$ cat config.mk
export PLATFORM = sky130hd
export DESIGN_NAME = fetchStage
export DESIGN_NICKNAME = d
export VERILOG_FILES = /design/src/fetchPkg.sv /design/src/memReadIf.sv /design/src/fetchStage.sv /design/src/instructionMemory.sv /design/src/iCache.sv /design/src/programCounter.sv
export SDC_FILE = /design/constraint.sdc
export NUM_CORES = 1
export LEC_CHECK = 0
export CAP_MARGIN = 15
export CORE_MARGIN = 8
export CORE_UTILIZATION = 50
export DETAILED_ROUTE_END_ITERATION = 12
export DONT_BUFFER_PORTS = 1
export PLACE_DENSITY = 0.75
export SLEW_MARGIN = 20
export SYNTH_ARGS = -nofsm -noshare
export SYNTH_HDL_FRONTEND = slang
export SYNTH_SLANG_ARGS = --single-unit
$ cat constraint.sdc
create_clock -name clk -period 5.1 [get_ports clk]
set_clock_uncertainty 0.05 [all_clocks]
set_input_delay 0 -clock clk [delete_from_list [all_inputs] [get_ports clk]]
set_output_delay 0 -clock clk [all_outputs]
set_load 0.01 [all_outputs]
$ cat src/imem.hex
// One 32-bit instruction word per line, word address 0 to 63 (addi x1, x0, address).
00000093
00100093
00200093
00300093
00400093
00500093
00600093
00700093
00800093
00900093
00A00093
00B00093
00C00093
00D00093
00E00093
00F00093
01000093
01100093
01200093
01300093
01400093
01500093
01600093
01700093
01800093
01900093
01A00093
01B00093
01C00093
01D00093
01E00093
01F00093
02000093
02100093
02200093
02300093
02400093
02500093
02600093
02700093
02800093
02900093
02A00093
02B00093
02C00093
02D00093
02E00093
02F00093
03000093
03100093
03200093
03300093
03400093
03500093
03600093
03700093
03800093
03900093
03A00093
03B00093
03C00093
03D00093
03E00093
03F00093

$ cat src/fetchPkg.sv
`default_nettype none

package fetchPkg;

   // Datapath widths.
   localparam int WORD_SIZE  = 32;
   localparam int LINE_WORDS = 4;

   // Cache geometry.
   localparam int CACHE_LINES = 4;
   localparam int BYTE_BITS   = 2;
   localparam int OFFSET_BITS = $clog2(LINE_WORDS);
   localparam int INDEX_BITS  = $clog2(CACHE_LINES);
   localparam int LINE_BITS   = OFFSET_BITS + BYTE_BITS;
   localparam int TAG_BITS    = WORD_SIZE - INDEX_BITS - LINE_BITS;

   // Instruction memory; addresses wrap at 256 bytes.
   localparam int IMEM_WORDS     = 64;
   localparam int IMEM_ADDR_BITS = $clog2(IMEM_WORDS);
   localparam int MEM_LATENCY    = 4;
   localparam int LAT_BITS       = $clog2(MEM_LATENCY);

   localparam logic [WORD_SIZE-1:0] PC_INITIAL = 32'h0000_0000;
   // addi x0, x0, 0.
   localparam logic [WORD_SIZE-1:0] NOP_INSTR  = 32'h0000_0013;

   typedef logic [WORD_SIZE-1:0]            wordT;
   typedef logic [LINE_WORDS*WORD_SIZE-1:0] lineT;
   typedef logic [TAG_BITS-1:0]             tagT;
   typedef logic [INDEX_BITS-1:0]           indexT;
   typedef logic [OFFSET_BITS-1:0]          offsetT;
   typedef logic [IMEM_ADDR_BITS-1:0]       imemAddrT;
   typedef logic [LAT_BITS-1:0]             latCountT;

   typedef enum logic {
      IDLE,
      REFILL
   } cacheStateT;

endpackage

`default_nettype wire
$ cat src/memReadIf.sv
`default_nettype none

interface memReadIf;

   // Line-aligned byte address and one-cycle request.
   fetchPkg::wordT memAddr;
   logic           memRead;

   // Returned line, valid together with the ready pulse.
   fetchPkg::lineT memLine;
   logic           memReady;

   modport master (
      output memAddr,
      output memRead,
      input  memLine,
      input  memReady
   );

   modport slave (
      input  memAddr,
      input  memRead,
      output memLine,
      output memReady
   );

endinterface

`default_nettype wire

$ cat src/fetchStage.sv
`default_nettype none

module fetchStage (
   input  wire logic           clk,
   input  wire logic           rst,
   input  wire logic           PCSrcE,
   input  wire fetchPkg::wordT PCTargetE,

   // From the hazard unit.
   input  wire logic           StallF,
   input  wire logic           StallD,
   input  wire logic           FlushD,

   // To decode.
   output fetchPkg::wordT      InstrD,
   output fetchPkg::wordT      PCD,
   output fetchPkg::wordT      PCPlus4D,
   output logic                ValidD,
   output logic                CacheStall
);

   fetchPkg::wordT PCF;
   fetchPkg::wordT PCPlus4F;
   fetchPkg::wordT InstrF;
   logic           pcHold;

   memReadIf memBus ();

   // The PC also waits while the cache refills.
   assign pcHold = StallF || CacheStall;

   programCounter pcUnit (
      .clk      (clk),
      .rst      (rst),
      .hold     (pcHold),
      .redirect (PCSrcE),
      .target   (PCTargetE),
      .pc       (PCF),
      .pcPlus4  (PCPlus4F)
   );

   iCache cacheUnit (
      .clk   (clk),
      .rst   (rst),
      .pc    (PCF),
      .instr (InstrF),
      .stall (CacheStall),
      .mem   (memBus.master)
   );

   instructionMemory memUnit (
      .clk (clk),
      .rst (rst),
      .mem (memBus.slave)
   );

   // Fetch-to-decode register.
   always_ff @(posedge clk or posedge rst) begin
      if (rst) begin
         InstrD   <= '0;
         PCD      <= fetchPkg::PC_INITIAL;
         PCPlus4D <= fetchPkg::PC_INITIAL + fetchPkg::wordT'(4);
         ValidD   <= 1'b0;
      end else if (FlushD) begin
         InstrD <= fetchPkg::NOP_INSTR;
         ValidD <= 1'b0;
      end else if (StallD) begin
         // Decode holds its word.
         InstrD <= InstrD;
      end else if (CacheStall) begin
         // Bubble while the cache is busy.
         InstrD <= fetchPkg::NOP_INSTR;
         ValidD <= 1'b0;
      end else begin
         InstrD   <= InstrF;
         PCD      <= PCF;
         PCPlus4D <= PCPlus4F;
         ValidD   <= 1'b1;
      end
   end

endmodule

`default_nettype wire

$ cat src/instructionMemory.sv
`default_nettype none

module instructionMemory (
   input  wire logic clk,
   input  wire logic rst,
   memReadIf.slave   mem
);

   fetchPkg::wordT     words [fetchPkg::IMEM_WORDS];
   fetchPkg::imemAddrT baseIdx;
   fetchPkg::latCountT count;
   logic               busy;
   logic               accept;
   logic               done;

   initial begin
      $readmemh("/design/src/imem.hex", words);
   end

   // Only one request is ever outstanding.
   assign accept = mem.memRead && !busy;
   assign done   = busy && (count == '0);

   // Counts so that ready lands MEM_LATENCY cycles after the request cycle.
   always_ff @(posedge clk or posedge rst) begin
      if (rst) begin
         busy         <= 1'b0;
         count        <= '0;
         mem.memReady <= 1'b0;
      end else begin
         mem.memReady <= 1'b0;
         if (accept) begin
            busy  <= 1'b1;
            count <= fetchPkg::latCountT'(fetchPkg::MEM_LATENCY - 2);
         end else if (done) begin
            busy         <= 1'b0;
            mem.memReady <= 1'b1;
         end else if (busy) begin
            count <= count - 1'b1;
         end
      end
   end

   // Word index of the line base, wrapping at the memory depth.
   always_ff @(posedge clk) begin
      if (accept) begin
         baseIdx <= mem.memAddr[fetchPkg::BYTE_BITS +: fetchPkg::IMEM_ADDR_BITS];
      end
   end

   // Word 0 of the line sits in the low bits.
   always_ff @(posedge clk) begin
      if (done) begin
         for (int i = 0; i < fetchPkg::LINE_WORDS; i++) begin
            mem.memLine[i*fetchPkg::WORD_SIZE +: fetchPkg::WORD_SIZE] <=
               words[fetchPkg::imemAddrT'(baseIdx + i)];
         end
      end
   end

endmodule

`default_nettype wire

$ cat src/iCache.sv
`default_nettype none

module iCache (
   input  wire logic           clk,
   input  wire logic           rst,
   input  wire fetchPkg::wordT pc,
   output fetchPkg::wordT      instr,
   output logic                stall,
   memReadIf.master            mem
);

   // Address fields of the current PC.
   fetchPkg::tagT    pcTag;
   fetchPkg::indexT  pcIndex;
   fetchPkg::offsetT pcOffset;

   // Storage.
   fetchPkg::lineT   lineData [fetchPkg::CACHE_LINES];
   fetchPkg::tagT    tagStore [fetchPkg::CACHE_LINES];
   logic [fetchPkg::CACHE_LINES-1:0] validBits;

   // Refill control.
   fetchPkg::cacheStateT state;
   logic                 hit;
   logic                 readPulse;
   fetchPkg::wordT       refillAddr;
   fetchPkg::tagT        refillTag;
   fetchPkg::indexT      refillIndex;

   assign pcOffset = pc[fetchPkg::BYTE_BITS +: fetchPkg::OFFSET_BITS];
   assign pcIndex  = pc[fetchPkg::LINE_BITS +: fetchPkg::INDEX_BITS];
   assign pcTag    = pc[fetchPkg::WORD_SIZE-1 -: fetchPkg::TAG_BITS];

   // The refill target is fixed by the latched address, not the live PC.
   assign refillIndex = refillAddr[fetchPkg::LINE_BITS +: fetchPkg::INDEX_BITS];
   assign refillTag   = refillAddr[fetchPkg::WORD_SIZE-1 -: fetchPkg::TAG_BITS];

   assign hit   = validBits[pcIndex] && (tagStore[pcIndex] == pcTag);
   assign instr = lineData[pcIndex][pcOffset*fetchPkg::WORD_SIZE +: fetchPkg::WORD_SIZE];

   // Stall on a miss and for the whole refill.
   assign stall = (state != fetchPkg::IDLE) || !hit;

   assign mem.memAddr = refillAddr;
   assign mem.memRead = readPulse;

   always_ff @(posedge clk or posedge rst) begin
      if (rst) begin
         state     <= fetchPkg::IDLE;
         readPulse <= 1'b0;
         validBits <= '0;
      end else begin
         readPulse <= 1'b0;
         case (state)
            fetchPkg::IDLE: begin
               if (!hit) begin
                  state     <= fetchPkg::REFILL;
                  readPulse <= 1'b1;
               end
            end
            fetchPkg::REFILL: begin
               if (mem.memReady) begin
                  validBits[refillIndex] <= 1'b1;
                  state                  <= fetchPkg::IDLE;
               end
            end
            default: begin
               state <= fetchPkg::IDLE;
            end
         endcase
      end
   end

   // Line-aligned miss address, captured as the request goes out.
   always_ff @(posedge clk) begin
      if (state == fetchPkg::IDLE && !hit) begin
         refillAddr <= {pc[fetchPkg::WORD_SIZE-1:fetchPkg::LINE_BITS],
                        {fetchPkg::LINE_BITS{1'b0}}};
      end
   end

   // Line and tag written at the ready edge.
   always_ff @(posedge clk) begin
      if (state == fetchPkg::REFILL && mem.memReady) begin
         lineData[refillIndex] <= mem.memLine;
         tagStore[refillIndex] <= refillTag;
      end
   end

endmodule

`default_nettype wire

$ cat src/programCounter.sv
`default_nettype none

module programCounter (
   input  wire logic           clk,
   input  wire logic           rst,
   input  wire logic           hold,
   input  wire logic           redirect,
   input  wire fetchPkg::wordT target,
   output fetchPkg::wordT      pc,
   output fetchPkg::wordT      pcPlus4
);

   fetchPkg::wordT pcNext;

   assign pcPlus4 = pc + fetchPkg::wordT'(4);

   // A redirect wins over any stall.
   always_comb begin
      if (redirect) begin
         pcNext = target;
      end else if (hold) begin
         pcNext = pc;
      end else begin
         pcNext = pcPlus4;
      end
   end

   always_ff @(posedge clk or posedge rst) begin
      if (rst) begin
         pc <= fetchPkg::PC_INITIAL;
      end else begin
         pc <= pcNext;
      end
   end

endmodule

`default_nettype wire

=== Word level (Yosys, flattened, before mapping) ===
Memory sizes are Yosys's and may differ from the RTL's.
Index checks and enable logic that the tools add are counted.

* Reduce and logical (&&, ||, !) cells: 16
* Shift-type cells: 1
* Bitwise gates (word level): 5
* Mux-type cells: 25
* Eq/ne operators: 4
* $lt $le $gt $ge: 3
* Add/sub/neg operators: 2

{| class="wikitable"
|+ Operators with widths
! operator !! number
|-
| 2-to-1 mux 32 bit || 5
|-
| indexed part select 128 x 8 -> 32 bit || 1
|-
| adder 32 x 3 -> 32 bit, second input constant || 1
|-
| == test 26 bit || 1
|-
| 2-to-1 mux 1 bit || 14
|-
| logical AND 1 bit || 6
|-
| less-than comparator 2 x 3 -> 1 bit, second input constant || 2
|-
| 2-to-1 mux 2 bit || 3
|-
| != test 2 x 1 -> 1 bit, second input constant || 2
|-
| inverter 1 bit || 4
|-
| OR 4 bit || 1
|-
| AND reduction 2 bit || 2
|-
| nonzero test 2 bit || 2
|-
| AND reduction 3 bit || 1
|-
| binary-select mux 1 bit (select 2 bit) || 1
|-
| demux 1 bit (select 2 bit) || 1
|-
| >= comparator 2 x 1 -> 1 bit, second input constant || 1
|-
| logical NOT 1 bit || 2
|-
| logical NOT 2 bit || 1
|-
| logical OR 1 bit || 2
|-
| != test 2 bit, second input constant || 1
|-
| one-hot mux 1 bit (2 select lines) || 1
|-
| subtractor 2 x 1 -> 2 bit, second input constant || 1
|}

* Output and inout bits: 98
* Memories kept: 2
* Bits in writable memories: 616
* Logic and storage cells: 71
* Input bits: 38
* Flip-flop bits (word level): 295

{| class="wikitable"
|+ Memories
! name !! depth !! width !! rd ports !! clocked after Yosys merged registers in !! wr ports !! line !! source
|-
| cacheUnit.lineData || 4 || 128 || 1 || 0 || 1 || iCache.sv:18 || <nowiki>fetchPkg::lineT lineData [fetchPkg::CACHE_LINES];</nowiki>
|-
| cacheUnit.tagStore || 4 || 26 || 1 || 0 || 1 || iCache.sv:19 || <nowiki>fetchPkg::tagT tagStore [fetchPkg::CACHE_LINES];</nowiki>
|}

=== Logic depth before layout (Yosys ltp) ===
* Depth in word-level cells: 8
* Mapped depth: 12
* Mapped depth without buffers: 8

=== Modules after synthesis ===
From an unflattened synthesis, not the netlist that was laid out.

* Cell total of the unflattened synthesis: 1,720
* Area, all modules: 31,989.4 µm²

{| class="wikitable"
|+ By module, submodules not included
! module !! cells each !! area an instance (µm²) !! sequential area each (µm²) !! times used
|-
| iCache || 988 || 24,518.5 || 19,488.7 || 1
|-
| fetchStage || 283 || 3,881.2 || 2,428.6 || 1
|-
| programCounter || 301 || 2,421.1 || 800.8 || 1
|-
| instructionMemory || 148 || 1,168.6 || 100.1 || 1
|}

=== Worst setup path before layout ===
OpenSTA, ideal clock, no wires.

* Path type: register -> register
* Start point: register pcUnit.pc[5]
* End point: register cacheUnit.refillAddr[10], in the netlist cacheUnit.mem.memAddr[10], enable pin
* Period minus slack after synthesis: 3,601 ps
* Data arrival time: 3,137 ps
* Setup slack: 1,499 ps
* Library setup time: 414 ps
* Required time: 4,636 ps
* Stages on the path, launching flop included: 11
* Buffers on the path: 4
* Cell sequence: dfrtp_1 -> buf_4 -> buf_6 -> buf_4 -> mux2i_1 -> a22o_1 -> nor2_1 -> a32o_1 -> clkbuf_1 -> nor2b_1 -> nor2_1

* Cells in the longest elaborated chain, start to end: 5
* Elaborated cells on any way between the ends: 7
* Those cells by class: eq/ne (1); mux (2); reduce/logical (3); memory (1)

{| class="wikitable"
|+ Ends and longest elaborated chain
! item !! line !! source
|-
| start: declaration || programCounter.sv:9 || <nowiki>output fetchPkg::wordT pc,</nowiki>
|-
| start signal: assignment || programCounter.sv:30 || <nowiki>pc <= fetchPkg::PC_INITIAL;</nowiki>
|-
| start signal: assignment || programCounter.sv:32 || <nowiki>pc <= pcNext;</nowiki>
|-
| memory (4 x 26 bit) / binary-select mux 1 bit (select 2 bit) (equally long branches) || -- ||
|-
| == test 26 bit / 2-to-1 mux 1 bit (equally long branches) || iCache.sv:38 || <nowiki>assign hit = validBits[pcIndex] && (tagStore[pcIndex] == pcTag);</nowiki>
|-
| logical AND 1 bit (*) || iCache.sv:38 ||
|-
| logical NOT 1 bit (*) || iCache.sv:76 || <nowiki>if (state == fetchPkg::IDLE && !hit) begin</nowiki>
|-
| logical AND 1 bit (*) || iCache.sv:76 ||
|-
| end signal: assignment || iCache.sv:77 || <nowiki>refillAddr <= {pc[fetchPkg::WORD_SIZE-1:fetchPkg::LINE_BITS],</nowiki>
|-
| end: declaration || iCache.sv:26 || <nowiki>fetchPkg::wordT refillAddr;</nowiki>
|}

Every way passes the cells marked *; elsewhere a longest branch is shown, timed or not. The select of a mux whose other input is x is not followed.
A chain may end at the register's enable or synchronous reset.

=== Worst setup path after layout ===
* Start point: register pcUnit.pc[5]
* End point: register pcUnit.pc[4]

* Cells in the longest elaborated chain, start to end: 7
* Elaborated cells on any way between the ends: 9
* Those cells by class: eq/ne (2); mux (2); reduce/logical (4); memory (1)

{| class="wikitable"
|+ Ends and longest elaborated chain
! item !! line !! source
|-
| memory (4 x 26 bit) / binary-select mux 1 bit (select 2 bit) (equally long branches) || -- ||
|-
| == test 26 bit / 2-to-1 mux 1 bit (equally long branches) || iCache.sv:38 ||
|-
| logical AND 1 bit (*) || iCache.sv:38 ||
|-
| logical NOT 1 bit (*) || iCache.sv:42 || <nowiki>assign stall = (state != fetchPkg::IDLE) || !hit;</nowiki>
|-
| logical OR 1 bit (*) || iCache.sv:42 ||
|-
| logical OR 1 bit (*) || fetchStage.sv:30 || <nowiki>assign pcHold = StallF || CacheStall;</nowiki>
|-
| != test 2 bit (no source line) (*) || -- ||
|}

Marked as above.

==> flow_metrics.env <==
export IMPL_p_per_area_nw_per_um2=357
export IMPL_numPortBuffers=0
export IMPL_grt_usage_pct=19.0
export IMPL_worstMarginPinSlew_ps=1080
export IMPL_slowest_delay_ps=1070
export IMPL_max_freq_mhz=248
export IMPL_cap_violations=0
export IMPL_tns_ps=0
export IMPL_firstDrtPassIters=6
export IMPL_pwr_share_comb_pct=8.8
export IMPL_setup_viol=0
export IMPL_critical_path_max_fanout=47
export IMPL_slowest_stage="dfrtp_2"
export IMPL_synthArstFlopShare_pct=44.5
export IMPL_fin_nets=874
export IMPL_p_sw_share_pct=24.4
export IMPL_hold_path_class="in2async"
export IMPL_gp_congestion=0.840
export IMPL_drt_iter0_drc=679
export IMPL_synth_seq_area_share_pct=61.3
export IMPL_ys_seq_elements=238
export IMPL_die_x_um=163
export IMPL_syn_instance_count=813
export IMPL_ant_nets=0
export IMPL_status="finished clean"
export IMPL_syn_to_final_growth_pct=11.4
export IMPL_critical_path_class="reg2reg"
export IMPL_worstSetupPathDepth=9
export IMPL_power_switching_mw=1.05
export IMPL_seq_power_share_pct=52.4
export IMPL_worstPathRequired_ps=5490
export IMPL_period_share_pct=79.1
export IMPL_cts_tree="built"
export IMPL_grt_pass1_vias=6902
export IMPL_numCtsBuffers=22
export IMPL_cts_setup_buffers=0
export IMPL_cp_cell_sequence="mux2i_1 > xor2_1 > nand4_1 > a2111oi_2 > nand4_1 > buf_4 > or3_1 > a31oi_1 > dlygate4sd3_1"
export IMPL_syn_area_um2=10800
export IMPL_leakagePower_nw=4.61
export IMPL_n_antenna_cell=0
export IMPL_post_route_util_pct=57.0
export IMPL_postCtsHoldBufs=45
export IMPL_cpMostUsedCell="nand4_1"
export IMPL_io_pins=136
export IMPL_synth_edf_count=132
export IMPL_cp_end_kind="flip-flop"
export IMPL_finalHoldViolCount=0
export IMPL_min_period_ps=4040
export IMPL_dp_hpwl_mm=16.6
export IMPL_wl_per_cell_um=22.6
export IMPL_yosys_warnings=0
export IMPL_wl_mm=25.4
export IMPL_dieArea_um2=26600
export IMPL_drc_errors=0
export IMPL_cts_num_sinks=238
export IMPL_dieHeight_um=163
export IMPL_clk_pin_slew_worst_paths_ps=70
export IMPL_htreeDepth=1
export IMPL_via_count=6780
export IMPL_crit_arrival_ps=4430
export IMPL_grt_pass1_wl_mm=39.6
export IMPL_crit_path_start_kind="flip-flop"
export IMPL_clock_latency_ps=510
export IMPL_core_area_um2=21100
export IMPL_ys_types=62
export IMPL_grt_start_max_net_pins=63
export IMPL_cts_resized=0
export IMPL_critPathTopFamily="flip-flops"
export IMPL_max_vdd_ir_drop_mv=0.307
export IMPL_rows=53
export IMPL_via_per_inst=6.03
export IMPL_layout_drive_gt1_share_pct=16.8
export IMPL_ff2ff_path_depth=9
export IMPL_ctsLongestPathBuffers=3
export IMPL_nFillCells=1672
export IMPL_initial_core_util_pct=51.2
export IMPL_rsz0062_at_grt="false"
export IMPL_p_int_mw=3.25
export IMPL_ys_flop_type="edfxtp_1"
export IMPL_root_buffer="clkbuf_16"
export IMPL_syn_area_per_cell_um2=13.3
export IMPL_slew_violations=0
export IMPL_crit_buf_inv=2
export IMPL_antenna_found_initial=0
export IMPL_overflow=0
export IMPL_p_clk_share_pct=38.8
export IMPL_slew_headroom_pct=28.2
-- through the flow --
step                cells  power (mW)  area (µm²)  hold WS, ps  setup WS (ps)
floorplan             841        2.53       10900         63.8           1500
detailed placement   1040        2.62       10800        -15.7           1130
global placement     1040        2.61       10800        -20.2           1160
global route         1125        4.41       12000         98.5            815
finish               1125        4.29       12000         44.9           1060
CTS                  1125        4.30       12000         55.6           1100
-- metal layers --
layer,vias to the layer above,track usage [%],share of wire [%]
li1,2973,-,-
met1,3426,23.4,39
met2,330,31.9,49
met3,51,4.37,9.1
met4,0,7.30,3.0
met5,-,0,0
-- area by class of cell --
cell class                 instances  area, µm²  area share, %
clock buffer                      29        618           5.14
clock inverter                    11        110          0.916
inverter                          18       70.1          0.583
tap                              275        344           2.86
timing repair buffer              58        561           4.66
multi-input combinational        496       3700           30.8
sequential                       238       6620           55.0
-- cells in the final DEF (no fill, tap or decap), types with 4 or more instances in the layout --
cell type	netlist	routed
clkbuf_16	0	23
a31oi_1	22	22
a22oi_1	9	9
or2_2	8	8
nor2b_1	8	8
or3_1	26	26
o21ai_0	33	33
buf_4	36	12
dlygate4sd3_1	0	45
edfxtp_1	132	132
mux2_2	62	62
xnor2_1	30	30
inv_1	17	16
nor3_1	13	11
nand2_1	22	22
clkbuf_1	38	4
conb_1	1	29
clkinv_2	0	5
dfrtp_1	105	104
nand3_1	36	36
a21oi_1	8	8
mux4_2	13	13
and2_1	5	5
xor2_1	18	18
nand4_1	14	14
nor2_1	47	44
nand2b_1	4	4
mux2i_1	35	35
and3_1	5	5
-- flip-flops by register name, summed over array words and instances (netlist names) --
register and count:
memUnit.mem.memReady 1, cacheUnit.mem.memRead 1, InstrD 1, memUnit.busy 1, cacheUnit.mem.memAddr 28, ValidD 1
cacheUnit.state 1, cacheUnit.validBits 4, memUnit.count 2, PCD 32, pcUnit.pc 32, PCPlus4D 30
cacheUnit.tagStore 104
-- Yosys cell counts (all sizes together) (26+ instances only) --
cell type / count / area share, %
buf: 51 / 3.7
clkbuf: 38 / 1.3
dfrtp: 105 / 24
edfxtp: 132 / 37
mux2: 66 / 6.9
mux2i: 35 / 3.2
nand3: 36 / 1.7
nor2: 47 / 1.6
o21ai: 33 / 1.5
or3: 26 / 1.5
xnor2: 30 / 2.4
-- power groups by stage --
stage | registers (mW) | logic [mW] | clock network, mW
after CTS | 2.25 | 0.373 | 1.68
after global placement | 2.28 | 0.330 | 0
final | 2.25 | 0.377 | 1.66
after global routing | 2.26 | 0.409 | 1.74
after detailed placement | 2.29 | 0.336 | 0
after floorplan | 2.21 | 0.318 | 0
-- worst register-to-register path, delay by kind of cell (launching register included) --
family,cells,cell delay [ps]
DFF,1,1070
buffers and inverters,2,880
and+or+nand+nor,3,730
AOI/OAI and AO/OA,2,620
muxes,1,390
xor gates and xnor gates,1,250
-- logic make-up (layout without fill, tap and decap cells) --
| logic type | Yosys count | after routing | synth area share [%] |
|---|---|---|---|
| DFF | 238 | 238 | 61.3 |
| and+or+nand+nor | 202 | 202 | 9.91 |
| muxes | 114 | 114 | 12.9 |
| buffers and inverters | 107 | 116 | 5.64 |
| AOI/OAI and AO/OA | 101 | 101 | 6.12 |
| xor gates and xnor gates | 48 | 48 | 3.89 |
| adders and majority gates | 2 | 2 | 0.232 |
| other | 1 | 29 | 0.0347 |
-- path summary, 6_finish.rpt --
check | startpoint | to | slack [ps]
setup / recovery | pcUnit.pc[5] | pcUnit.pc[4] | 1060
hold / removal | rst | PCD[28] | 40
setup reg to reg | pcUnit.pc[5] | pcUnit.pc[4] | 1060
hold reg to reg | cacheUnit.validBits[2] | cacheUnit.validBits[2] | 430
max in group asynchronous | rst | pcUnit.pc[5] | 3740
min in group clk | PCTargetE[1] | pcUnit.pc[1] | 120
No activity file was read; power rests on OpenSTA's default activity.
